**config.mk**
```make
export PLATFORM = sky130hd
export DESIGN_NAME = memory
export DESIGN_NICKNAME = d
export VERILOG_FILES = /design/src/hw/procPkg.sv /design/src/hw/memory.sv
export SDC_FILE = /design/constraint.sdc
export NUM_CORES = 2
export LEC_CHECK = 0
export BUFFER_PORTS_ARGS = -buffer_cell sky130_fd_sc_hd__buf_2
export CAP_MARGIN = 20
export CORE_MARGIN = 2
export CORE_UTILIZATION = 63
export DETAILED_ROUTE_END_ITERATION = 8
export PLACE_DENSITY_LB_ADDON = 0.05
export SLEW_MARGIN = 20
export SYNTH_ARGS = -nofsm -noshare
export SYNTH_HDL_FRONTEND = slang
export SYNTH_SLANG_ARGS = --single-unit
```
**constraint.sdc**
```tcl
create_clock -name clk -period 3.5 [get_ports clk]
set_input_delay 0.35 -clock clk [delete_from_list [all_inputs] [get_ports clk]]
set_output_delay 0.35 -clock clk [all_outputs]
set_load 0.02 [all_outputs]
```
**src/hw/procPkg.sv**
```systemverilog
package procPkg;

   localparam int dataWidth    = 16;
   localparam int regAddrWidth = 3;
   localparam int romDepth     = 256;
   localparam int ramDepth     = 256;
   localparam int romAddrWidth = $clog2(romDepth);
   localparam int ramAddrWidth = $clog2(ramDepth);

   // Opcodes, top five bits of every instruction
   localparam logic [4:0] opHalt = 5'b00000;
   localparam logic [4:0] opNop  = 5'b00001;
   localparam logic [4:0] opJ    = 5'b00100;
   localparam logic [4:0] opAddi = 5'b01000;
   localparam logic [4:0] opBeqz = 5'b01100;
   localparam logic [4:0] opBnez = 5'b01101;
   localparam logic [4:0] opSt   = 5'b10000;
   localparam logic [4:0] opLd   = 5'b10001;
   localparam logic [4:0] opLbi  = 5'b11000;
   localparam logic [4:0] opAlu  = 5'b11011;

   // R-format function field, sub is rs minus rt
   localparam logic [1:0] funcAdd = 2'b00;
   localparam logic [1:0] funcSub = 2'b01;
   localparam logic [1:0] funcAnd = 2'b10;
   localparam logic [1:0] funcXor = 2'b11;

   // Writeback data select
   localparam logic [1:0] wbAlu = 2'b00;
   localparam logic [1:0] wbMem = 2'b01;
   localparam logic [1:0] wbImm = 2'b10;

   typedef union packed {
      struct packed {
         logic [4:0] opcode;
         logic [2:0] rs;
         logic [2:0] rt;
         logic [2:0] rd;
         logic [1:0] func;
      } rFormat;
      struct packed {
         logic [4:0]        opcode;
         logic [2:0]        rs;
         logic [2:0]        rd;
         logic signed [4:0] imm;
      } iFormat;
      struct packed {
         logic [4:0]        opcode;
         logic [2:0]        rs;
         logic signed [7:0] imm;
      } lFormat;
      struct packed {
         logic [4:0]         opcode;
         logic signed [10:0] disp;
      } jFormat;
   } instrT;

endpackage

```
**src/hw/memory.sv**
```systemverilog
`timescale 1ns/1ps
`default_nettype none
module memory import procPkg::*; (
   input  logic                    clk,
   input  logic                    reset,
   input  logic                    validM,
   input  logic [dataWidth-1:0]    aluOutM,
   input  logic [dataWidth-1:0]    storeDataM,
   input  logic [dataWidth-1:0]    immM,
   input  logic                    regWrtM,
   input  logic [regAddrWidth-1:0] wrtRegM,
   input  logic [1:0]              wbSelM,
   input  logic                    memWrtM,
   input  logic                    memRdM,
   input  logic                    haltM,
   output logic [dataWidth-1:0]    fwdDataM,
   output logic                    regWrtW,
   output logic [regAddrWidth-1:0] wrtRegW,
   output logic [dataWidth-1:0]    wbDataW,
   output logic                    halt
);

   logic [dataWidth-1:0]    ram [ramDepth];
   logic [ramAddrWidth-1:0] ramAddr;
   logic [dataWidth-1:0]    loadData;
   logic [dataWidth-1:0]    wbData;

   assign ramAddr  = aluOutM[ramAddrWidth-1:0];
   assign loadData = ram[ramAddr];

   always_ff @(posedge clk) begin
      if (validM && memWrtM) begin
         ram[ramAddr] <= storeDataM;
      end
   end

   // Load data is not ready in time for forwarding
   assign fwdDataM = (wbSelM == wbImm) ? immM : aluOutM;

   always_comb begin
      case (wbSelM)
         wbMem:   wbData = loadData;
         wbImm:   wbData = immM;
         default: wbData = aluOutM;
      endcase
   end

   always_ff @(posedge clk) begin
      if (reset) begin
         regWrtW <= 1'b0;
         halt    <= 1'b0;
      end else begin
         regWrtW <= validM && regWrtM;
         if (validM && haltM) begin
            halt <= 1'b1;
         end
      end
   end

   always_ff @(posedge clk) begin
      wrtRegW <= wrtRegM;
      wbDataW <= wbData;
   end

   oneMemOp: assert property (
      @(posedge clk) disable iff (reset)
      (memWrtM || memRdM) |-> validM && !(memWrtM && memRdM)
   ) else $error("memory: read and write requested together");

endmodule
`default_nettype wire

```
# After elaboration in Yosys (flattened, before gate mapping)
# Memories as Yosys holds them, arrays and structs flattened.
# Index checks and enable logic that the tools add are counted.
totals:
  reg_bits: 21
  ram_bits: 4096
  elab_cells: 14
  n_memories: 1
op_classes:
  n_eq_ne: 2
  muxes: 4
  reduce_logical: 3
mem_list:
  columns: ["memory", "depth", "width", "rd", "rd_clocked_by_memory_dff", "write_ports", "line", "text"]
  rows:
  - ["ram", 256, 16, 1, 0, 1, "memory.sv:23", "logic [dataWidth-1:0] ram [ramDepth];"]
ops:
  columns: ["operator", "count"]
  rows:
  - ["$pmux W16 S2", 1]
  - ["$mux W16", 1]
  - ["$logic_and A1 B1 Y1", 3]
  - ["$eq A2 B1 Y1 const B", 1]
  - ["$eq A2 B2 Y1 const B", 1]
  - ["$mux W1", 2]

# Depth between registers and ports, before layout
logic_depth:
  word_depth: 3
  depth_mapped: 10

# Worst setup path before layout
# No wires, ideal clock.
synth_path:
  kind: "input to register"
  startpoint: "input port aluOutM[1]"
  endpoint: "memory ram[182][0] (enable)"
  t_arrival_ns: 2.814
  path_buffers: 4
  cell_stages: 8
  required_ns: 3.112
  setup_slack_ns: 0.298
  path_cell_list: "clkbuf_1 buf_1 clkbuf_1 inv_1 nor3_1 nand2_1 clkbuf_1 nor2_1"
synth_lines:
  columns: ["item", "line", "text"]
  rows:
  - ["start: declaration", "memory.sv:7", "input logic [dataWidth-1:0] aluOutM,"]
  - ["end: declaration", "memory.sv:23", null]
# Straight into the memory's write port.

# Worst setup path after layout
layout_path:
  startpoint: "input port aluOutM[3]"
  endpoint: "register wbDataW[8]"
layout_via:
  elab_chain_cells: 2
layout_rtl:
  columns: ["item", "line", "text"]
  rows:
  - ["$mem_v2 Z256 W16", null, null]
  - ["$pmux W16 S2", "memory.sv:41", "case (wbSelM)"]
  - ["net wbData[8]", "memory.sv:26", "logic [dataWidth-1:0] wbData;"]
  - ["end signal: assignment", "memory.sv:62", "wbDataW <= wbData;"]
  - ["end: declaration", "memory.sv:19", "output logic [dataWidth-1:0] wbDataW,"]
# The timed path passes the listed nets, and every way through them passes these cells.
# A chain may end at the register's enable or synchronous reset.

==> metrics.md <==
| Metric | Value |
|---|---|
| Status | complete, but fails checks |
| Violated checks | negative setup slack |
| Asr flop ratio synth | 0% |
| Syn avg cell area | 23.0 sq um |
| Core Box Area | 246000 sq um |
| Min Clock Period, post-route | 3.55 ns |
| Initial antenna violation count | 15 |
| Crit Path Max Fanout | 25 |
| Wire per inst | 35.5 um |
| Post-Syn Area | 156000 sq um |
| First-pass iteration count of the detailed router | 7 |
| Leading post-synthesis cells by cell area | edfxtp_1 (79%), mux4_2 (15%), a22oi_1 (2.3%) |
| Worst Skew | 0.0547 ns |
| Tot Pwr | 102 mW |
| CTS H-tree lvls | 5 |
| Postcts setup bufs | 0 |
| Pre-CTS setup slack | -0.395 ns |
| Total die area | 251000 sq um |
| Area Growth Syn to Fin | 15.1% |
| Critical path's top delay family | buffers and inverters |
| Buf+Inv Stages, Crit Path | 7 |
| Area fraction of the dominant cell type after synthesis | 79.0% |
| PortBufs | 95 |
| Critical path's most frequent cell | buf_4 |
| Share of cells above drive strength 1 | 31.1% |
| Total gr overflow | 0 |
| Clock transition at path regs | 0.06 ns |
| Critical path, cell by cell | dlygate4sd3_1 -> buf_2 -> nor2b_4 -> buf_12 -> buf_4 -> a22oi_1 -> buf_4 -> a21oi_1 -> o41ai_1 -> buf_4 -> nand4_1 -> a221o_1 -> dlygate4sd3_1 |
| TritonCTS clock tree | built |
| DP HPWL | 239 mm |
| Worst-margin pin slew | 1.32 ns |
| Gr usage total | 32.0% |
| Clk buf depth | 4 |
| Yosys reg bits | 4117 |
| Chip Width | 501 um |
| RSZ-0062 raised after global routing | no |
| Peak supply drop | 0.000825 V |
| HP Class | input port to flip-flop |
| WP data arrival | 4.42 ns |
| Vias in the first global route | 76400 |
| Clock Sinks | 4117 |
| DRC errors left | 0 |
| WHS | 0.0848 ns |
| Worst setup path category | input port to flip-flop |
| Area leader, netlist | edfxtp_1 |
| Netlist cell types | 31 |
| Fin. Hold Viols | 0 |
| Post-layout nets | 7720 |
| Placer Congestion | 0.852 |
| Clock Latency Late Sink | 1.02 ns |
| Root Buffer | clkbuf_16 |
| Delay of the slowest critical-path stage | 0.76 ns |
| Starting density of the core | 63.3% |
| Mapped Cells | 6776 |
| Critical-path cell with the highest stage delay | o41ai_1 |
| Vias | 77500 |
| Ports | 97 |
| Routed Antenna Nets | 0 |
| Period utilization | 102% |
| Worst setup EP type | flip-flop |
| Worst endpoint required time | 4.37 ns |
| Rows | 182 |
| Syn. warnings | 0 |
| First-iteration detailed-routing DRC count | 10900 |
| Slew margin rel. | 12.2% |
| Most frequent cell after synthesis | edfxtp_1 |
| Synth Flop Type | edfxtp_1 |
| Post-synth top cells | edfxtp_1 (4096), mux4_2 (1042), a22oi_1 (480), nor2_1 (283), clkbuf_1 (258) |
| Die span in y | 501 um |
| Final Slew Violations | 0 |
| Cell Pwr Density | 566 nW/um^2 |
| Seq/Total Area, Yosys | 79.2% |
| Fillers | 14000 |
| Peak Freq | 0.281 GHz |
| Max-cap violations | 0 |
| Sum of negative setup slack | -0.0535 ns |
| Final worst slack | -0.0535 ns |
| CTS buffer count | 413 |
| Lkg Pwr | 56.5 nW |
| Routed vias/inst | 6.91 |
| Number of flops mapped to enable cells by yosys | 4096 |
| Setup violations, final | 1 |
| Worst setup SP type | input port |
| Largest net degree at the start of global routing | 132 |
| Mapped Nets | 6838 |
| Total routed wirelength | 398 mm |
| Global-route wire length before repair | 564 mm |
power by group:
group,internal [mW],switching (mW)
clock network,24.2,17.9
registers,54.3,0.0497
logic,1.92,3.20
path summary, 6_finish.rpt:
path | start | slack (ns) | depth (start not counted) | end
hold / removal | storeDataM[9] | 0.08 | 1 | ram[166][9]$_DFFE_PP_
setup reg to reg | ram[11][8]$_DFFE_PP_ | 0.01 | 8 | wbDataW[8]$_DFF_P_
setup / recovery | aluOutM[3] | -0.05 | 13 | wbDataW[8]$_DFF_P_
hold reg to reg | halt$_SDFFE_PP0P_ | 1.05 | 3 | halt$_SDFFE_PP0P_
final cells by class:
class | instances | area, sq um | area share (%)
Clock buffer | 508 | 10800 | 6.04
Clock inverter | 222 | 1940 | 1.08
Tap cell | 3220 | 4030 | 2.25
Multi-Input combinational cell | 2228 | 30900 | 17.2
Timing Repair Buffer | 880 | 8020 | 4.48
Sequential cell | 4117 | 123000 | 68.9
Antenna cell | 18 | 45.0 | 0.0251
Inverter | 18 | 67.6 | 0.0377
per-stage QoR:
stage          std cells  instance area (sq um)  util [%]
6_report           11200                 179000      72.9
5_1_grt            11200                 179000      72.9
4_1_cts            11200                 179000      72.9
3_5_place_dp       10400                 166000      67.5
3_3_place_gp       10400                 166000      67.5
2_1_floorplan       6776                 156000         -
placed cells by master, fill, tap and decap left out, types with 16 or more instances in the layout:
cell type / netlist / final
bufinv_16: 0 / 32
mux4_2: 1042 / 1042
a21oi_1: 241 / 240
a22oi_1: 480 / 478
buf_4: 1 / 625
buf_12: 0 / 108
nand2_1: 51 / 31
o41ai_1: 60 / 32
buf_2: 107 / 77
diode_2: 0 / 18
clkbuf_1: 258 / 88
clkbuf_16: 0 / 418
edfxtp_1: 4096 / 4096
clkinvlp_4: 0 / 16
clkinv_2: 0 / 68
dfxtp_1: 21 / 21
nand2_2: 0 / 18
dlygate4sd3_1: 0 / 53
nor2_1: 283 / 273
o41ai_2: 0 / 28
clkinv_1: 1 / 96
o21ai_0: 17 / 17
buf_8: 0 / 16
kinds of logic (layout without fill, tap and decap cells):
family,Yosys count,after routing,synth area share [%]
AO/OA/AOI/OAI,820,820,3.61
adder cells (fa/ha/maj),2,2,0.0161
multiplexers,1044,1044,15.1
AND/OR/NAND/NOR,362,362,0.911
flip-flops,4117,4117,79.2
other,0,18,0
buffers and inverters,431,1628,1.15
worst register-to-register path, stage by stage, from the launching register on:
cell and delay (ns):
edfxtp_1 0.37, mux4_2 0.48, a22oi_1 0.25, a21oi_1 0.25, o41ai_1 0.75, buf_4 0.27
nand4_1 0.10, a221o_1 0.32, dlygate4sd3_1 0.56
state kept, by name, summed over array words and instances, names as in the netlist:
| name | count |
|---|---|
| halt | 1 |
| wrtRegW | 3 |
| regWrtW | 1 |
| wbDataW | 16 |
| ram | 4096 |
metal layers:
| layer | wire [um] | share of wire, % | global-route usage, % | up-vias |
|---|---|---|---|---|
| met5 | 23 | 0.0058 | 0 | - |
| met4 | 15700 | 3.9 | 11.9 | 6 |
| met3 | 38700 | 9.7 | 6.48 | 694 |
| met2 | 192000 | 48 | 49.4 | 4409 |
| met1 | 152000 | 38 | 46.4 | 41400 |
| li1 | - | - | - | 30900 |
repair_timing:
item                                    4_1_cts  5_1_grt
endpoints found under the hold margin       956        0
hold buffers                                 53        0
endpoints found under the setup margin        0        1
resized for setup                             0        3
Note: power is estimated with default switching activity, not from simulation.
