===== src/hw/procPkg.sv =====
package procPkg;

   localparam int dataWidth    = 16;
   localparam int regAddrWidth = 3;
   localparam int romDepth     = 256;
   localparam int ramDepth     = 256;
   localparam int romAddrWidth = $clog2(romDepth);
   localparam int ramAddrWidth = $clog2(ramDepth);

   // Opcodes, top five bits of every instruction
   localparam logic [4:0] opHalt = 5'b00000;
   localparam logic [4:0] opNop  = 5'b00001;
   localparam logic [4:0] opJ    = 5'b00100;
   localparam logic [4:0] opAddi = 5'b01000;
   localparam logic [4:0] opBeqz = 5'b01100;
   localparam logic [4:0] opBnez = 5'b01101;
   localparam logic [4:0] opSt   = 5'b10000;
   localparam logic [4:0] opLd   = 5'b10001;
   localparam logic [4:0] opLbi  = 5'b11000;
   localparam logic [4:0] opAlu  = 5'b11011;

   // R-format function field, sub is rs minus rt
   localparam logic [1:0] funcAdd = 2'b00;
   localparam logic [1:0] funcSub = 2'b01;
   localparam logic [1:0] funcAnd = 2'b10;
   localparam logic [1:0] funcXor = 2'b11;

   // Writeback data select
   localparam logic [1:0] wbAlu = 2'b00;
   localparam logic [1:0] wbMem = 2'b01;
   localparam logic [1:0] wbImm = 2'b10;

   typedef union packed {
      struct packed {
         logic [4:0] opcode;
         logic [2:0] rs;
         logic [2:0] rt;
         logic [2:0] rd;
         logic [1:0] func;
      } rFormat;
      struct packed {
         logic [4:0]        opcode;
         logic [2:0]        rs;
         logic [2:0]        rd;
         logic signed [4:0] imm;
      } iFormat;
      struct packed {
         logic [4:0]        opcode;
         logic [2:0]        rs;
         logic signed [7:0] imm;
      } lFormat;
      struct packed {
         logic [4:0]         opcode;
         logic signed [10:0] disp;
      } jFormat;
   } instrT;

endpackage


===== src/hw/decode.sv =====
`timescale 1ns/1ps
`default_nettype none
module decode import procPkg::*; (
   input  logic                    clk,
   input  logic                    reset,
   input  instrT                   instrD,
   input  logic [dataWidth-1:0]    pcIncD,
   input  logic                    validD,
   input  logic                    flush,
   input  logic                    regWrtW,
   input  logic [regAddrWidth-1:0] wrtRegW,
   input  logic [dataWidth-1:0]    wbDataW,
   output logic                    stall,
   output logic                    haltSeen,
   output logic                    validX,
   output logic [4:0]              opX,
   output logic [1:0]              funcX,
   output logic [regAddrWidth-1:0] rsX,
   output logic [regAddrWidth-1:0] rtX,
   output logic [regAddrWidth-1:0] rdX,
   output logic                    regWrtX,
   output logic [1:0]              wbSelX,
   output logic                    memWrtX,
   output logic                    memRdX,
   output logic [dataWidth-1:0]    inAX,
   output logic [dataWidth-1:0]    inBX,
   output logic [dataWidth-1:0]    immX,
   output logic [dataWidth-1:0]    pcIncX
);

   logic [dataWidth-1:0]    regFile [1 << regAddrWidth];
   logic [4:0]              op;
   logic [regAddrWidth-1:0] srcA;
   logic [regAddrWidth-1:0] srcB;
   logic [regAddrWidth-1:0] dest;
   logic                    usesA;
   logic                    usesB;
   logic                    regWrt;
   logic                    memWrt;
   logic                    memRd;
   logic [1:0]              wbSel;
   logic [dataWidth-1:0]    imm;
   logic [dataWidth-1:0]    valA;
   logic [dataWidth-1:0]    valB;
   logic                    issue;
   logic                    haltFlag;

   assign op   = instrD.rFormat.opcode;
   assign srcA = instrD.rFormat.rs;
   // Store data register shares bits 7:5 with rt
   assign srcB = instrD.rFormat.rt;

   always_comb begin
      usesA  = 1'b0;
      usesB  = 1'b0;
      regWrt = 1'b0;
      memWrt = 1'b0;
      memRd  = 1'b0;
      wbSel  = wbAlu;
      dest   = instrD.iFormat.rd;
      imm    = {{(dataWidth-5){instrD.iFormat.imm[4]}}, instrD.iFormat.imm};
      case (op)
         opAlu: begin
            usesA  = 1'b1;
            usesB  = 1'b1;
            regWrt = 1'b1;
            dest   = instrD.rFormat.rd;
         end
         opAddi: begin
            usesA  = 1'b1;
            regWrt = 1'b1;
         end
         opLd: begin
            usesA  = 1'b1;
            regWrt = 1'b1;
            memRd  = 1'b1;
            wbSel  = wbMem;
         end
         opSt: begin
            usesA  = 1'b1;
            usesB  = 1'b1;
            memWrt = 1'b1;
         end
         opLbi: begin
            regWrt = 1'b1;
            wbSel  = wbImm;
            dest   = instrD.lFormat.rs;
            imm    = {{(dataWidth-8){instrD.lFormat.imm[7]}}, instrD.lFormat.imm};
         end
         opBeqz, opBnez: begin
            usesA = 1'b1;
            imm   = {{(dataWidth-8){instrD.lFormat.imm[7]}}, instrD.lFormat.imm};
         end
         opJ: begin
            imm = {{(dataWidth-11){instrD.jFormat.disp[10]}}, instrD.jFormat.disp};
         end
         default: begin
         end
      endcase
   end

   always_ff @(posedge clk) begin
      if (regWrtW) begin
         regFile[wrtRegW] <= wbDataW;
      end
   end

   // Same-cycle writeback reads the new value
   assign valA = (regWrtW && wrtRegW == srcA) ? wbDataW : regFile[srcA];
   assign valB = (regWrtW && wrtRegW == srcB) ? wbDataW : regFile[srcB];

   // Load in execute feeding a source here
   assign stall = validD && memRdX &&
                  ((usesA && srcA == rdX) || (usesB && srcB == rdX));
   assign issue    = validD && !stall && !flush;
   assign haltSeen = haltFlag || (validD && op == opHalt);

   always_ff @(posedge clk) begin
      if (reset) begin
         validX   <= 1'b0;
         regWrtX  <= 1'b0;
         memWrtX  <= 1'b0;
         memRdX   <= 1'b0;
         haltFlag <= 1'b0;
      end else begin
         validX  <= issue;
         regWrtX <= issue && regWrt;
         memWrtX <= issue && memWrt;
         memRdX  <= issue && memRd;
         if (validD && !flush && op == opHalt) begin
            haltFlag <= 1'b1;
         end
      end
   end

   always_ff @(posedge clk) begin
      opX    <= op;
      funcX  <= instrD.rFormat.func;
      rsX    <= srcA;
      rtX    <= srcB;
      rdX    <= dest;
      wbSelX <= wbSel;
      inAX   <= valA;
      inBX   <= valB;
      immX   <= imm;
      pcIncX <= pcIncD;
   end

   // A load in execute cannot also be a taken branch
   stallNotFlushed: assert property (
      @(posedge clk) disable iff (reset)
      !(stall && flush)
   ) else $error("decode: load-use stall and branch flush in the same cycle");

endmodule
`default_nettype wire


===== config.mk =====
export PLATFORM = sky130hd
export DESIGN_NAME = decode
export DESIGN_NICKNAME = d
export VERILOG_FILES = /design/src/hw/procPkg.sv /design/src/hw/decode.sv
export SDC_FILE = /design/constraint.sdc
export NUM_CORES = 1
export LEC_CHECK = 0
export BUFFER_PORTS_ARGS = -buffer_cell sky130_fd_sc_hd__buf_2
export CORE_MARGIN = 5
export CORE_UTILIZATION = 53
export DETAILED_ROUTE_END_ITERATION = 10
export PLACE_DENSITY = 0.8
export SYNTH_ARGS = -nofsm -noshare
export SYNTH_HDL_FRONTEND = slang
export SYNTH_SLANG_ARGS = --single-unit
export TNS_END_PERCENT = 10

===== constraint.sdc =====
create_clock -name clk -period 4.78 [get_ports clk]
set_input_delay 0.478 -clock clk [delete_from_list [all_inputs] [get_ports clk]]
set_output_delay 0.478 -clock clk [all_outputs]
set_load 0.005 [all_outputs]

# Word level (Yosys, flattened, before mapping)
# Memory sizes are Yosys's and may differ from the RTL's. A register that Yosys moved wholly into a read port is not among the register bits.
# Cells that the tools add are included.
[op_classes]
n_reduce_logical = 21
mux = 10
n_eq_ne = 10
[ops]
columns = ["op", "n"]
rows = [
  ["16-bit case mux with 2 select lines", 1],
  ["5-bit == test (second input constant)", 4],
  ["5-bit by 4-bit == test with 1-bit output (second input constant)", 3],
  ["1-bit logical AND", 12],
  ["1-bit two-way mux", 7],
  ["3-bit == test", 2],
  ["3-bit case mux with 2 select lines", 1],
  ["6-bit OR reduction", 1],
  ["5-bit by 3-bit == test with 1-bit output (second input constant)", 1],
  ["5-bit logical NOT", 1],
  ["2-bit case mux with 2 select lines", 1],
  ["4-bit OR reduction", 1],
  ["3-bit OR reduction", 1],
  ["1-bit logical NOT", 2],
  ["1-bit logical OR", 2],
  ["2-bit OR reduction", 1],
]
[totals]
output_inout_bits = 88
n_memories = 1
elab_cells = 55
register_bits = 55
ramBits = 128
[memory_table]
columns = ["memory", "depth", "word_bits", "read_ports", "rd_ports_with_merged_regs", "write_ports", "line_no", "text"]
rows = [
  ["regFile", 8, 16, 2, 2, 1, "decode.sv:31", "logic [dataWidth-1:0] regFile [1 << regAddrWidth];"],
]

# Longest topological paths before layout
[depth]
depth_word = 10
mapped_depth = 5
depth_no_buf = 4

# Worst setup path after synthesis
# OpenSTA, ideal clock, no wires.
[synth_path]
kind = "input-to-reg"
from = "input wrtRegW[1]"
to = "memory regFile[0][0] (enable)"
t_arrival_ns = 1.791
t_required_ns = 4.371
setup_time_ns = 0.409
setup_slack_ns = 2.579
n_path_buf = 0
cell_stages = 2
cell_sequence = "nand2b_1 -> nor3_1"
[synth_rtl]
columns = ["item", "line_no", "text"]
rows = [
  ["start: declaration", "decode.sv:11", "input logic [regAddrWidth-1:0] wrtRegW,"],
  ["end: declaration", "decode.sv:31", ""],
]
# Straight into the memory's write port.

==> results by group <==
Setup path
  – Startpoint types: flip-flop
  – Critical setup path kind: reg -> out
  – Worst-path cell chain: buf_4, mux4_2, mux2_2, buf_2
  – Worst path slowest cell: dfxtp_2
  – Critical path fanouts, max: 20
  – CP endpoint kind: primary output
  – Reg2Reg Depth: 4
  – Required time of the critical path: 4.30 ns
  – Max incr delay on CP: 0.63 ns
  – CP Data Arrival Time: 2.56 ns

Synth
  – Synth Area in Simple Gates: 0.0348
  – Dominant synthesized flop cell: edfxtp_1
  – Xor/xnor share of the synthesized area: 0.00724
  – Synth Area in Adders: 0
  – Count of different cell masters after synthesis: 39
  – Post-synth net total: 435
  – Cells after synthesis: 379
  – Seq/Total Area, Yosys: 0.662
  – Mean Syn Cell Area: 19.2 sq um
  – Ys Warns: 0
  – Multiplexer share of the synthesized area: 0.248
  – Post-synthesis compound-gate area fraction: 0.0217
  – Largest family of logic cells by synthesized area: multiplexers
  – Synth Register Bits: 176
  – Post-synth ARST share: 0
  – Number of synthesized flops with an enable pin: 128
  – Syn Std Cell Area: 7260 sq um

Floorplan
  – Initial Util: 0.544
  – Die Y: 127 um
  – Core ar.: 13300 sq um
  – Row cnt: 42
  – Die Span X: 127 um
  – Die ar.: 16100 sq um
  – I/O pins: 144

Place
  – Post-detail-place hpwl: 10.5 mm
  – # port buffers: 143
  – Routability congestion estimate from global placement: 0.828
  – Dpl cells: 682

Drt
  – Drt pass-1 iters: 4
  – Total number of vias: 4215
  – Initial DRC count: 377
  – DRT antenna net count: 0
  – Avg WL per Cell: 22.7 um
  – Total Wirelength: 16.3 mm
  – # DRC: 0
  – Via density: 5.90

Pwr
  – Power share of the combinational group: 0.086
  – Internal Power: 2.64 mW
  – Pwr per Cell Area: 384 nW/um^2
  – Peak VDD IR: 0.266 mV
  – Clock Power Share: 0.395
  – P_leak: 3.24 nW
  – Seq pwr share: 0.519
  – Switch Pwr: 708 uW
  – Sw Share: 0.212

Timing
  – Period utilization: 0.636
  – Final min period: 3.04 ns
  – Final Slew Violations: 0
  – Slew headroom: 0.298
  – Worst hold slack: 0.163 ns
  – Setup_tns: 0 ns
  – Skew final: 0.00242 ns
  – Max Freq: 0.329 GHz
  – Final hold vios: 0
  – Final setup vio count: 0
  – Slew @ Worst Pin: 1.05 ns
  – RSZ-0062 raised after global routing: false

Clocking
  – Post-CTS resize count: 0
  – Max Buffers Root-to-Sink: 2
  – Clk root buf: clkbuf_16
  – Clock transition at path regs: 0.06 ns
  – Worst skew pair latency: 0.41 ns
  – CTS tree: yes
  – Num CTS Buffers: 17
  – Htree depth: 4
  – Post-CTS setup buffers: 0
  – # clock sinks: 176
  – Hold Buf Count CTS: 0

Min path
  – Worst hold path cell count: 1
  – Worst Hold Class: in -> reg

GRT
  – Antenna violations before repair: 1
  – Tot GR Track Use: 0.211
  – Total congestion overflow: 0
  – Vias in the first global route: 4624
  – First-pass GRT wire length: 25.3 mm
  – Pin count of the biggest net entering global routing: 34

Final layout
  – Synth-to-Final Area Change: 20.1%
  – Non-Filler Instances: 715
  – Layout cell share with drive strength beyond 1: 0.539
  – Nets: 581

Outcome
  – Outcome: complete, no violations

Flow run
  – Maximum Capacitance Violations: 0
-- area by class of cell --
class                   count  area (sq um)
well taps                 176           220
diodes                      1          2.50
inverters                   6          22.5
clock inverters             7          45.0
clock buffers              25           539
repair buffers            155           806
multi-input cells         169          2270
fillers                   933          4630
flip-flops and latches    176          4810
-- placed cells by master (no fill, tap or decap), types with 6 or more instances in the layout --
cell,count
buf_4,12
nor2_1,11
edfxtp_1,128
nand2_1,8
mux4_2,64
buf_2,143
mux2_2,32
inv_1,6
nand2b_1,6
o31ai_1,6
dfxtp_1,46
clkbuf_16,19
-- cell families (layout without fill, tap and decap cells) --
group           Yosys count  count (layout)
simple gates             45              45
mux                      96              96
buf+inv                  34             193
compound gates           22              22
other cells               0               1
flops                   176             176
xor+xnor                  6               6
-- per-stage QoR --
stage / power [mW] / setup slack [ns] / util / instance area (sq um)
2_1_floorplan: 1.93 / 2.58 / - / 7260
4_1_cts: 3.38 / 1.66 / 0.653 / 8710
6_report: 3.35 / 1.74 / 0.653 / 8720
3_3_place_gp: 2.05 / 2.21 / 0.609 / 8130
3_5_place_dp: 2.06 / 2.13 / 0.609 / 8130
5_1_grt: 3.49 / 1.56 / 0.653 / 8720
-- layer usage --
layer / GRT usage / share of wire / wire, um / up-vias
met2: 0.348 / 0.50 / 8150 / 208
li1: - / - / - / 1838
met3: 0.0718 / 0.10 / 1630 / 30
met1: 0.262 / 0.38 / 6130 / 2139
met4: 0.0776 / 0.021 / 348 / 0
met5: 0 / 0 / 0 / -
-- flip-flops by register name, summed over array words and instances, names as in the netlist, 2 cells and up --
register / flops
regFile: 128
pcIncX: 16
immX: 11
opX: 5
rdX: 3
rsX: 3
rtX: 3
wbSelX: 2
-- final timing paths --
check / from / to / slack, ns
worst max-delay path: rtX[0] / inBX[6] / 1.74
worst min-delay path: pcIncD[6] / pcIncX[6] / 0.16
worst max register to register: rdX[2] / regWrtX / 3.53
worst min register to register: haltFlag / haltFlag / 0.48
-- worst max-delay path: cells and delay by family (launching register included) --
kind                   cells  cell delay, ns
muxes                      2            0.86
DFF                        1            0.63
buffers and inverters      2            0.63
-- power groups by stage --
| stage | combinational, mW | sequential, mW | clock (mW) |
|---|---|---|---|
| detailed placement | 0.291 | 1.77 | 0 |
| CTS | 0.294 | 1.74 | 1.35 |
| global route | 0.312 | 1.74 | 1.43 |
| global placement | 0.283 | 1.76 | 0 |
| floorplan | 0.176 | 1.75 | 0 |
| finish | 0.289 | 1.74 | 1.32 |
-- synthesized netlist by cell type (2+ instances only) --
library cell / instances / area, sq um
nand2_1: 8 / 30.0
a22oi_1: 4 / 30.0
buf_1: 6 / 22.5
buf_2: 4 / 20.0
clkbuf_1: 4 / 15.0
inv_1: 6 / 22.5
nor4_1: 2 / 12.5
edfxtp_1: 128 / 3840
xnor2_1: 3 / 26.3
mux4_2: 64 / 1440
and3_1: 2 / 12.5
xor2_1: 3 / 26.3
nor3_2: 2 / 20.0
mux2_2: 32 / 360
buf_4: 13 / 97.6
o31ai_1: 6 / 45.0
dfxtp_1: 48 / 961
nand2b_1: 6 / 37.5
nor2_1: 11 / 41.3
nor3_1: 5 / 25.0
a21oi_1: 4 / 20.0
No activity file was read; power rests on OpenSTA's default activity.
