### config.mk
export PLATFORM = sky130hd
export DESIGN_NAME = fetch
export DESIGN_NICKNAME = d
export VERILOG_FILES = /design/src/hw/procPkg.sv /design/src/hw/fetch.sv
export SDC_FILE = /design/constraint.sdc
export NUM_CORES = 1
export LEC_CHECK = 0
export BUFFER_PORTS_ARGS = -buffer_cell sky130_fd_sc_hd__buf_2
export CAP_MARGIN = 10
export CORE_MARGIN = 4
export CORE_UTILIZATION = 40
export CTS_BUF_LIST = sky130_fd_sc_hd__clkbuf_4 sky130_fd_sc_hd__clkbuf_8 sky130_fd_sc_hd__clkbuf_16
export CTS_CLUSTER_DIAMETER = 200
export CTS_CLUSTER_SIZE = 40
export DETAILED_ROUTE_END_ITERATION = 16
export HOLD_SLACK_MARGIN = 0.05
export SLEW_MARGIN = 20
export SYNTH_ARGS = -nofsm -noshare
export SYNTH_HDL_FRONTEND = slang
export SYNTH_SLANG_ARGS = --single-unit
### constraint.sdc
create_clock -name clk -period 2.35 [get_ports clk]
set_input_delay 0.1175 -clock clk [delete_from_list [all_inputs] [get_ports clk]]
set_output_delay 0.1175 -clock clk [all_outputs]
set_load 0.01 [all_outputs]
### src/sim/prog.hex
// One 16-bit instruction word per line, loaded from address 0
// Columns: hex word, then its assembly
C010 // lbi  r0, 16
C105 // lbi  r1, 5
C203 // lbi  r2, 3
D94C // add  r3, r1, r2
DB31 // sub  r4, r3, r1
DC77 // xor  r5, r4, r3
DD7A // and  r6, r5, r3
46FE // addi r7, r6, -2
80E1 // st   r7, 1(r0)
8841 // ld   r2, 1(r0)
DA2C // add  r3, r2, r1
6302 // beqz r3, +2
C403 // lbi  r4, 3
C500 // lbi  r5, 0
DD34 // add  r5, r5, r1
449F // addi r4, r4, -1
6CFD // bnez r4, -3
6401 // beqz r4, +1
C655 // lbi  r6, 0x55
2002 // j    +2
8022 // st   r1, 2(r0)
8023 // st   r1, 3(r0)
80A2 // st   r5, 2(r0)
88C2 // ld   r6, 2(r0)
0000 // halt

### src/hw/procPkg.sv
package procPkg;

   localparam int dataWidth    = 16;
   localparam int regAddrWidth = 3;
   localparam int romDepth     = 256;
   localparam int ramDepth     = 256;
   localparam int romAddrWidth = $clog2(romDepth);
   localparam int ramAddrWidth = $clog2(ramDepth);

   // Opcodes, top five bits of every instruction
   localparam logic [4:0] opHalt = 5'b00000;
   localparam logic [4:0] opNop  = 5'b00001;
   localparam logic [4:0] opJ    = 5'b00100;
   localparam logic [4:0] opAddi = 5'b01000;
   localparam logic [4:0] opBeqz = 5'b01100;
   localparam logic [4:0] opBnez = 5'b01101;
   localparam logic [4:0] opSt   = 5'b10000;
   localparam logic [4:0] opLd   = 5'b10001;
   localparam logic [4:0] opLbi  = 5'b11000;
   localparam logic [4:0] opAlu  = 5'b11011;

   // R-format function field, sub is rs minus rt
   localparam logic [1:0] funcAdd = 2'b00;
   localparam logic [1:0] funcSub = 2'b01;
   localparam logic [1:0] funcAnd = 2'b10;
   localparam logic [1:0] funcXor = 2'b11;

   // Writeback data select
   localparam logic [1:0] wbAlu = 2'b00;
   localparam logic [1:0] wbMem = 2'b01;
   localparam logic [1:0] wbImm = 2'b10;

   typedef union packed {
      struct packed {
         logic [4:0] opcode;
         logic [2:0] rs;
         logic [2:0] rt;
         logic [2:0] rd;
         logic [1:0] func;
      } rFormat;
      struct packed {
         logic [4:0]        opcode;
         logic [2:0]        rs;
         logic [2:0]        rd;
         logic signed [4:0] imm;
      } iFormat;
      struct packed {
         logic [4:0]        opcode;
         logic [2:0]        rs;
         logic signed [7:0] imm;
      } lFormat;
      struct packed {
         logic [4:0]         opcode;
         logic signed [10:0] disp;
      } jFormat;
   } instrT;

endpackage

### src/hw/fetch.sv
`timescale 1ns/1ps
`default_nettype none
module fetch import procPkg::*; (
   input  logic                 clk,
   input  logic                 reset,
   input  logic                 stall,
   input  logic                 redirect,
   input  logic [dataWidth-1:0] redirectPc,
   input  logic                 haltSeen,
   output instrT                instrD,
   output logic [dataWidth-1:0] pcIncD,
   output logic                 validD
);

   logic [dataWidth-1:0] rom [romDepth];
   logic [dataWidth-1:0] pc;
   logic [dataWidth-1:0] pcInc;
   logic                 advance;

   initial begin
      $readmemh("/design/src/sim/prog.hex", rom);
   end

   assign pcInc   = pc + 1'b1;
   assign advance = !redirect && !haltSeen && !stall;

   // Redirect wins over halt and stall
   always_ff @(posedge clk) begin
      if (reset) begin
         pc     <= '0;
         validD <= 1'b0;
      end else if (redirect) begin
         pc     <= redirectPc;
         validD <= 1'b0;
      end else if (haltSeen) begin
         validD <= 1'b0;
      end else if (!stall) begin
         pc     <= pcInc;
         validD <= 1'b1;
      end
   end

   // Fetch-to-decode payload, held while stalled
   always_ff @(posedge clk) begin
      if (advance) begin
         instrD <= rom[pc[romAddrWidth-1:0]];
         pcIncD <= pcInc;
      end
   end

   pcInRange: assert property (
      @(posedge clk) disable iff (reset)
      pc < dataWidth'(romDepth)
   ) else $error("fetch: pc 0x%h ran past the instruction ROM", pc);

endmodule
`default_nettype wire

## After elaboration in Yosys (flattened, before gate mapping)

Cells that the tools add are included.

| storage, ports and cells | value |
|---|---|
| register bits | 49 |
| latch bits | 0 |
| memory bits (writable) | 0 |
| bits in read-only memories | 0 |
| bits of input ports | 21 |
| output and inout bits | 33 |
| logic and storage cells | 17 |
| memories | 0 |

| cells by class | value |
|---|---|
| add/subtract/negate cells | 1 |
| $mul | 0 |
| div/mod/pow operators | 0 |
| $lt $le $gt $ge | 0 |
| eq/ne operators | 2 |
| shift operators | 0 |
| muxes and demuxes | 3 |
| bitwise operators | 0 |
| reduce and logical (&&, ||, !) cells | 7 |

Operator list:

| cell | count |
|---|---|
| 2-to-1 mux 16 bit | 3 |
| adder 16 x 1 -> 16 bit (second input constant) | 1 |
| zero test 1 bit | 3 |
| OR reduction 3 bit | 1 |
| logical AND 1 bit | 2 |
| != test 2 x 1 -> 1 bit (second input constant) | 1 |
| != test 2 bit (second input constant) | 1 |
| AND reduction 2 bit | 1 |

## Depth between registers and ports, before layout

Gate-level depths: netlist of the first run.

| depth | value |
|---|---|
| depth in word-level cells | 4 |
| mapped depth | 6 |
| gate-level depth less buffers | 5 |

## Worst setup path after synthesis of the first run

Ideal clock, no wire load.

| path | value |
|---|---|
| path kind | input to register |
| start | input port redirect |
| end | register pcIncD[0], enable pin |
| setup time | 0.388 ns |
| arrival | 1.220 ns |
| data required time | 1.962 ns |
| path slack | 0.742 ns |
| stages on the path | 3 |
| path buffers | 2 |
| cell sequence | buf_2 clkbuf_1 nor2_1 |

| between the ends | value |
|---|---|
| cells in the longest elaborated chain, start to end | 3 |

RTL lines:

| item | RTL line | text |
|---|---|---|
| from (decl) | fetch.sv:7 | `input logic redirect,` |
| zero test 1 bit | fetch.sv:25 | `assign advance = !redirect && !haltSeen && !stall;` |
| logical AND 1 bit (2 in series) | fetch.sv:25 |  |
| named net advance | fetch.sv:18 | `logic advance;` |
| to (signal assigned) | fetch.sv:47 | `pcIncD <= pcInc;` |
| to (decl) | fetch.sv:11 | `output logic [dataWidth-1:0] pcIncD,` |

The timed path passes the listed nets, and every way through them passes these cells.
A chain may end at the register's enable or synchronous reset.

## Worst setup path in the final report of the first run

| path | value |
|---|---|
| start | register pc[0] |
| end | register pc[14] |

| between the ends | value |
|---|---|
| cells in the longest elaborated chain, start to end | 4 |

RTL lines:

| item | RTL line | text |
|---|---|---|
| from (decl) | fetch.sv:16 | `logic [dataWidth-1:0] pc;` |
| from (signal assigned) | fetch.sv:33 | `pc <= redirectPc;` |
| from (signal assigned) | fetch.sv:38 | `pc <= pcInc;` |
| adder 16 x 1 -> 16 bit | fetch.sv:24 | `assign pcInc = pc + 1'b1;` |
| 2-to-1 mux 16 bit | fetch.sv:37 | `end else if (!stall) begin` |
| 2-to-1 mux 16 bit | fetch.sv:35 | `end else if (haltSeen) begin` |
| 2-to-1 mux 16 bit | fetch.sv:32 | `end else if (redirect) begin` |

Every way passes these cells. The select of a mux whose other input is x is not followed.

==> qor.yml, run 1 <==
outcome: "finished, final reports clean"
synthSimpleGateAreaFrac_pct: 18.4
grtUsageMet1_pct: 16.2
synth_compound_area_share_pct: 10.9
yosysWarnings: 0
netlist_area_um2: 1900
r2r_setup_slack_ps: 710
setup_viol: 0
startpoint_type: "register"
insertion_delay_ps: 280
synth_area_per_cell_um2: 10.4
synth_cell_types: 43
whs_path_depth: 2
grt_usage_pct: 12.0
drt-total-wl_um: 3460
power_mw: 1.25
cts_made_buffers: 5
fmax_mhz: 611
clockRootBuffer: "clkbuf_8"
top_usage_layer: "met2"
vias: 1260
crit_type: "register to register"
worstHoldStart: "haltSeen"
fin_crit_ps: 1640
viasPerCell: 4.65
grt_pass1_vias: 1187
cp_max_fo: 4
skew_ps: 7.26
drc: 0
synth_adder_area_share_pct: 0.658
clk_path_buf_depth: 2
grt_antenna_before_repair: 0
fp.dieH_um: 76.9
core_area_um2: 4470
dr.pass1.iters: 4
grt_use_met2_pct: 16.9
gp_congestion: 0.717
cts_tree: "done"
synth_edf_count: 16
cts_max_level: 2
drt_iter0_markers: 60
cts_hold_buffers: 0
initial_core_util_pct: 42.5
hold_path_class: "input port to register"
cp.arrival_ps: 1820
die_width_um: 76.9
grt_max_degree: 35
rows: 24
diodes: 0
clock_sinks: 33
grt_setup_unrepaired: "no"
grt_pass1_wl_um: 5600
maxSlewViolCount: 0
hold_viol: 0
r2r-end: "pc[14]"
worstMarginPinSlew_ps: 625
post-cts-setup-buffer-count: 0
required_ps: 2530
peakVddDrop_mv: 0.186
area_growth_pct: 11.9
pin_count: 54
routedWlPerCell_um: 12.8
globalRouteOverflowTotal: 0
synthMuxAreaShare_pct: 2.70
dpl.hpwl_um: 2570
p_leak_nw: 0.930
dieArea_um2: 5920
synthXorXnorAreaFrac_pct: 12.0
ys_seq_area_share_pct: 43.2
synthArstFlopShare_pct: 0
relSlewSlack_pct: 58.3
r2r_cells: 5
worstHoldEndpoint: "validD"
rr_startpoint: "pc[0]"
layout-drive-gt1-share_pct: 26.5
synth_top_family_by_area: "simple AND/OR/NAND/NOR gates"
ant_nets: 0
yosys_register_bits: 33
nNetsFinal: 240
grtUsageMet3_pct: 2.81
max_cap_violations: 0
synth_ff_type: "dfxtp_1"
clk_pin_slew_ps: 70
cts_resized: 0
netlist_instances: 183
power-per-cell-area_nw_per_um2: 586
portBuffers: 37
min_period_over_period_pct: 69.7
crit_path_end_kind: "register"
finalSetupTns_ps: 0
[kinds of logic (layout without fill, tap and decap cells)]
| logic type | after synthesis | count (layout) |
|---|---|---|
| simple gates | 53 | 53 |
| buf+inv | 38 | 59 |
| flops | 33 | 33 |
| compound gates | 26 | 26 |
| xor+xnor | 26 | 26 |
| mux | 5 | 5 |
| fa+ha+maj | 1 | 1 |
| other cells | 1 | 16 |
[sequential cells by signal, summed over array words and instances, names as in the netlist]
signal  count
validD      1
pcIncD     16
pc         16
[cell type report]
cell class	count	area, um2
Fill cell	438	2350
Timing Repair Buffer	38	193
Sequential cell	33	821
Multi-Input combinational cell	127	908
Clock buffer	6	82.6
Tap cell	52	65.1
Inverter	13	48.8
Clock inverter	2	8.76
[cells in the final DEF, fill, tap and decap left out, types with 2 or more instances in the layout]
cell / instances
clkbuf_8: 6
and3_2: 2
nand2_1: 7
nor3_1: 2
buf_2: 37
a21oi_1: 10
dfxtp_1: 17
xor2_1: 13
inv_1: 13
xnor2_1: 13
nand3_1: 6
nand4_1: 3
a2111oi_2: 2
nor2b_1: 2
o21a_1: 10
nor2_1: 13
nor4_2: 2
mux2i_1: 4
or2_1: 2
conb_1: 16
edfxtp_1: 16
[worst max-delay path, stage by stage (launching register included)]
cell	delay [ps]
dfxtp_1	330
ha_1	240
and4_1	260
and2_1	200
and3_2	220
a2111oi_2	270
[metrics by stage]
stage	hold slack, ps	utilization, %	setup WS, ps	area [um2]	cells
after floorplan	207	-	742	1960	198
after global placement	363	45.5	758	2040	263
after detailed placement	373	45.5	729	2040	263
after CTS	64.1	47.5	709	2130	271
after global routing	81.8	47.5	553	2130	271
final	71.3	47.5	713	2130	271
[cells in the mapped netlist (2+ instances only)]
master	number	share of area (%)
o21a_1	10	3.9
xnor2_1	13	6.0
mux2i_1	4	2.1
a2111oi_2	2	1.6
nand2_1	7	1.4
and3_2	2	0.79
clkbuf_1	4	0.79
inv_1	13	2.6
nor2b_1	2	0.66
nand4_1	3	0.99
a21oi_1	10	2.6
buf_6	3	1.8
buf_4	16	6.3
xor2_1	13	6.0
nand3_1	6	1.6
or2_1	2	0.66
buf_2	2	0.53
nor4_2	2	1.3
nor3_1	2	0.53
dfxtp_1	17	18
nor2_1	13	2.6
edfxtp_1	16	25
[routing by layer]
metal,vias to the layer above,share of wire (%)
li1,667,-
met1,549,51
met2,37,41
met3,7,5.0
met4,0,2.4
met5,-,0
[report_power, final]
part           total, mW  switching, mW  leakage [nW]  internal (mW)
Combinational      0.140         0.0768         0.593         0.0634
Sequential         0.672         0.0358         0.288          0.636
Clock              0.435          0.203        0.0486          0.232
[how the worst max path moves through the flow]
stage / start / end / slack, ps / depth (start not counted)
after floorplan: redirect / pcIncD[0] / 740 / 3
after global routing: pc[0] / pcIncD[14] / 550 / 5
after global placement: pc[0] / pc[14] / 760 / 5
final: pc[0] / pc[14] / 710 / 5
after detailed placement: pc[0] / pc[14] / 730 / 5
after CTS: pc[0] / pc[14] / 710 / 5
Power figures use the tool's default switching activity.
==> run 2, diff against run 1 <==
- PLACE_DENSITY: default -> 0.66
- clock period: 2.35 -> 1.45 ns (I/O delays scaled with it)
==> qor.yml, run 2 (same netlist as run 1, synthesis figures left out) <==
outcome: "finished, final reports clean"
cts_tree: "done"
insertion_delay_ps: 280  # about the same
drc: 0  # unchanged
rr_startpoint: "pc[0]"
globalRouteOverflowTotal: 0  # unchanged
initial_core_util_pct: 42.5  # unchanged
pin_count: 54  # unchanged
routedWlPerCell_um: 12.4  # -2.6%
clk_pin_slew_ps: 70  # about the same
drt_iter0_markers: 78  # +30%
cp_max_fo: 3  # -1
dieArea_um2: 5920  # unchanged
max_cap_violations: 0  # unchanged
cts_made_buffers: 5  # unchanged
clock_sinks: 33  # unchanged
skew_ps: 3.66  # -3.60 ps
fin_crit_ps: 1440  # -192 ps
cts_max_level: 2  # unchanged
fmax_mhz: 692  # +13%
fp.dieH_um: 76.9  # unchanged
whs_ps: 58.7  # -12.6 ps
p_leak_nw: 1.09  # +17%
cp.arrival_ps: 1630  # -190 ps
whs_path_depth: 3  # +1
r2r_cells: 5  # unchanged
crit_path_end_kind: "register"
power-per-cell-area_nw_per_um2: 969  # +65%
multiInputGateArea_um2: 975  # +7.3%
ant_nets: 0  # unchanged
r2r-end: "pc[14]"
grt_pass1_wl_um: 6020  # +7.4%
startpoint_type: "register"
clockRootBuffer: "clkbuf_8"
grt_setup_unrepaired: "yes"
drt-total-wl_um: 3700  # +7.1%
layout_commonest_cell: "buf_2"
layout-drive-gt1-share_pct: 40.2  # +14 points
required_ps: 1630  # -900 ps
diodes: 0  # unchanged
viasPerCell: 4.66  # +0.32%
worstHoldStart: "redirectPc[0]"
power_mw: 2.41  # +93%
core_area_um2: 4470  # unchanged
grt_usage_pct: 12.7  # +0.77 points
min_period_over_period_pct: 99.6  # +30 points
dr.pass1.iters: 5  # +1
clk_path_buf_depth: 2  # unchanged
rows: 24  # unchanged
maxSlewViolCount: 0  # unchanged
crit_type: "register to register"
die_width_um: 76.9  # unchanged
nNetsFinal: 267  # +11%
vias: 1390  # +10%
num-fill-cells: 394  # -10%
hold_viol: 0  # unchanged
top_regs: "pcIncD: 16 flops, pc: 16 flops, validD: 1 flops"
worstHoldEndpoint: "pc[0]"
grt_antenna_before_repair: 0  # unchanged
grt_max_degree: 23  # -34%
hold_path_class: "input port to register"
r2r_setup_slack_ps: 5  # -710 ps
grt_pass1_vias: 1311  # +10%
peakVddDrop_mv: 0.421  # +130%
gp_congestion: 0.780  # +8.8%
setup_viol: 0  # unchanged
portBuffers: 37  # unchanged
seqCellArea_um2: 838  # +2.1%
dpl.hpwl_um: 2690  # +4.7%
final_cell_mix: "buf_2, buf_4, conb_1, edfxtp_1"
area_growth_pct: 30.7
## run 2: cell types whose count changed in the layout (fill, tap and decap cells not counted), sizes merged
cell / delta
bufinv: +2
buf: +22
clkinv: -1
clkbuf: -1
dlygate4sd3: +5
## run 2: worst max-delay path, cell delays in order, from the launching register on
cell and delay [ps]:
dfxtp_4 360, ha_4 160, and4_4 150, and2_4 160
and3_4 180, a2111oi_4 320
## run 2: report_power, final
group	internal [mW]	switching [mW]
Combinational	0.154	0.160
Clock	0.682	0.332
Sequential	1.03	0.0452
## run 2: worst max path at each step
stage                     start      to
after detailed placement  pc[0]  pc[14]
after global placement    pc[1]  pc[12]
final                     pc[0]  pc[14]
after floorplan           pc[0]  pc[14]
after CTS                 pc[0]  pc[14]
after global routing      pc[1]  pc[15]
## run 2: final cells by class
type / count / share of cell area, %
clock inverter: 3 / 2.62
sequential: 33 / 33.7
tap: 52 / 2.62
clock buffer: 5 / 2.77
inverter: 13 / 1.96
timing repair buffer: 65 / 17.1
multi-input combinational: 127 / 39.2
## run 2: through the flow
stage	instance area, um2	std cells	setup WS [ps]	util (%)	setup TNS [ps]
final	2480	298	5.47	55.5	0
after global routing	2480	298	-72.7	55.5	-171
after CTS	2420	295	-4.30	54.0	-4.30
after detailed placement	2200	282	-32.6	49.2	-49.5
after global placement	2200	282	5.64	49.2	0
after floorplan	1970	198	16.6	-	0
## run 2: layer usage
layer / vias up / part of all wire, % / GRT usage (%)
li1: 722 / - / -
met5: - / 0 / 0
met1: 606 / 46 / 16.0
met4: 0 / 1.2 / 6.34
met2: 58 / 46 / 20.6
met3: 4 / 7.1 / 2.81
## run 2: what timing repair did
item,4_1_cts,5_1_grt
setup buffers,0,3
hold endpoints to repair,5,0
gates resized for setup,7,15
gates cloned,0,0
hold buffers,5,0
endpoints found under the setup margin,7,10
pin swaps,0,10
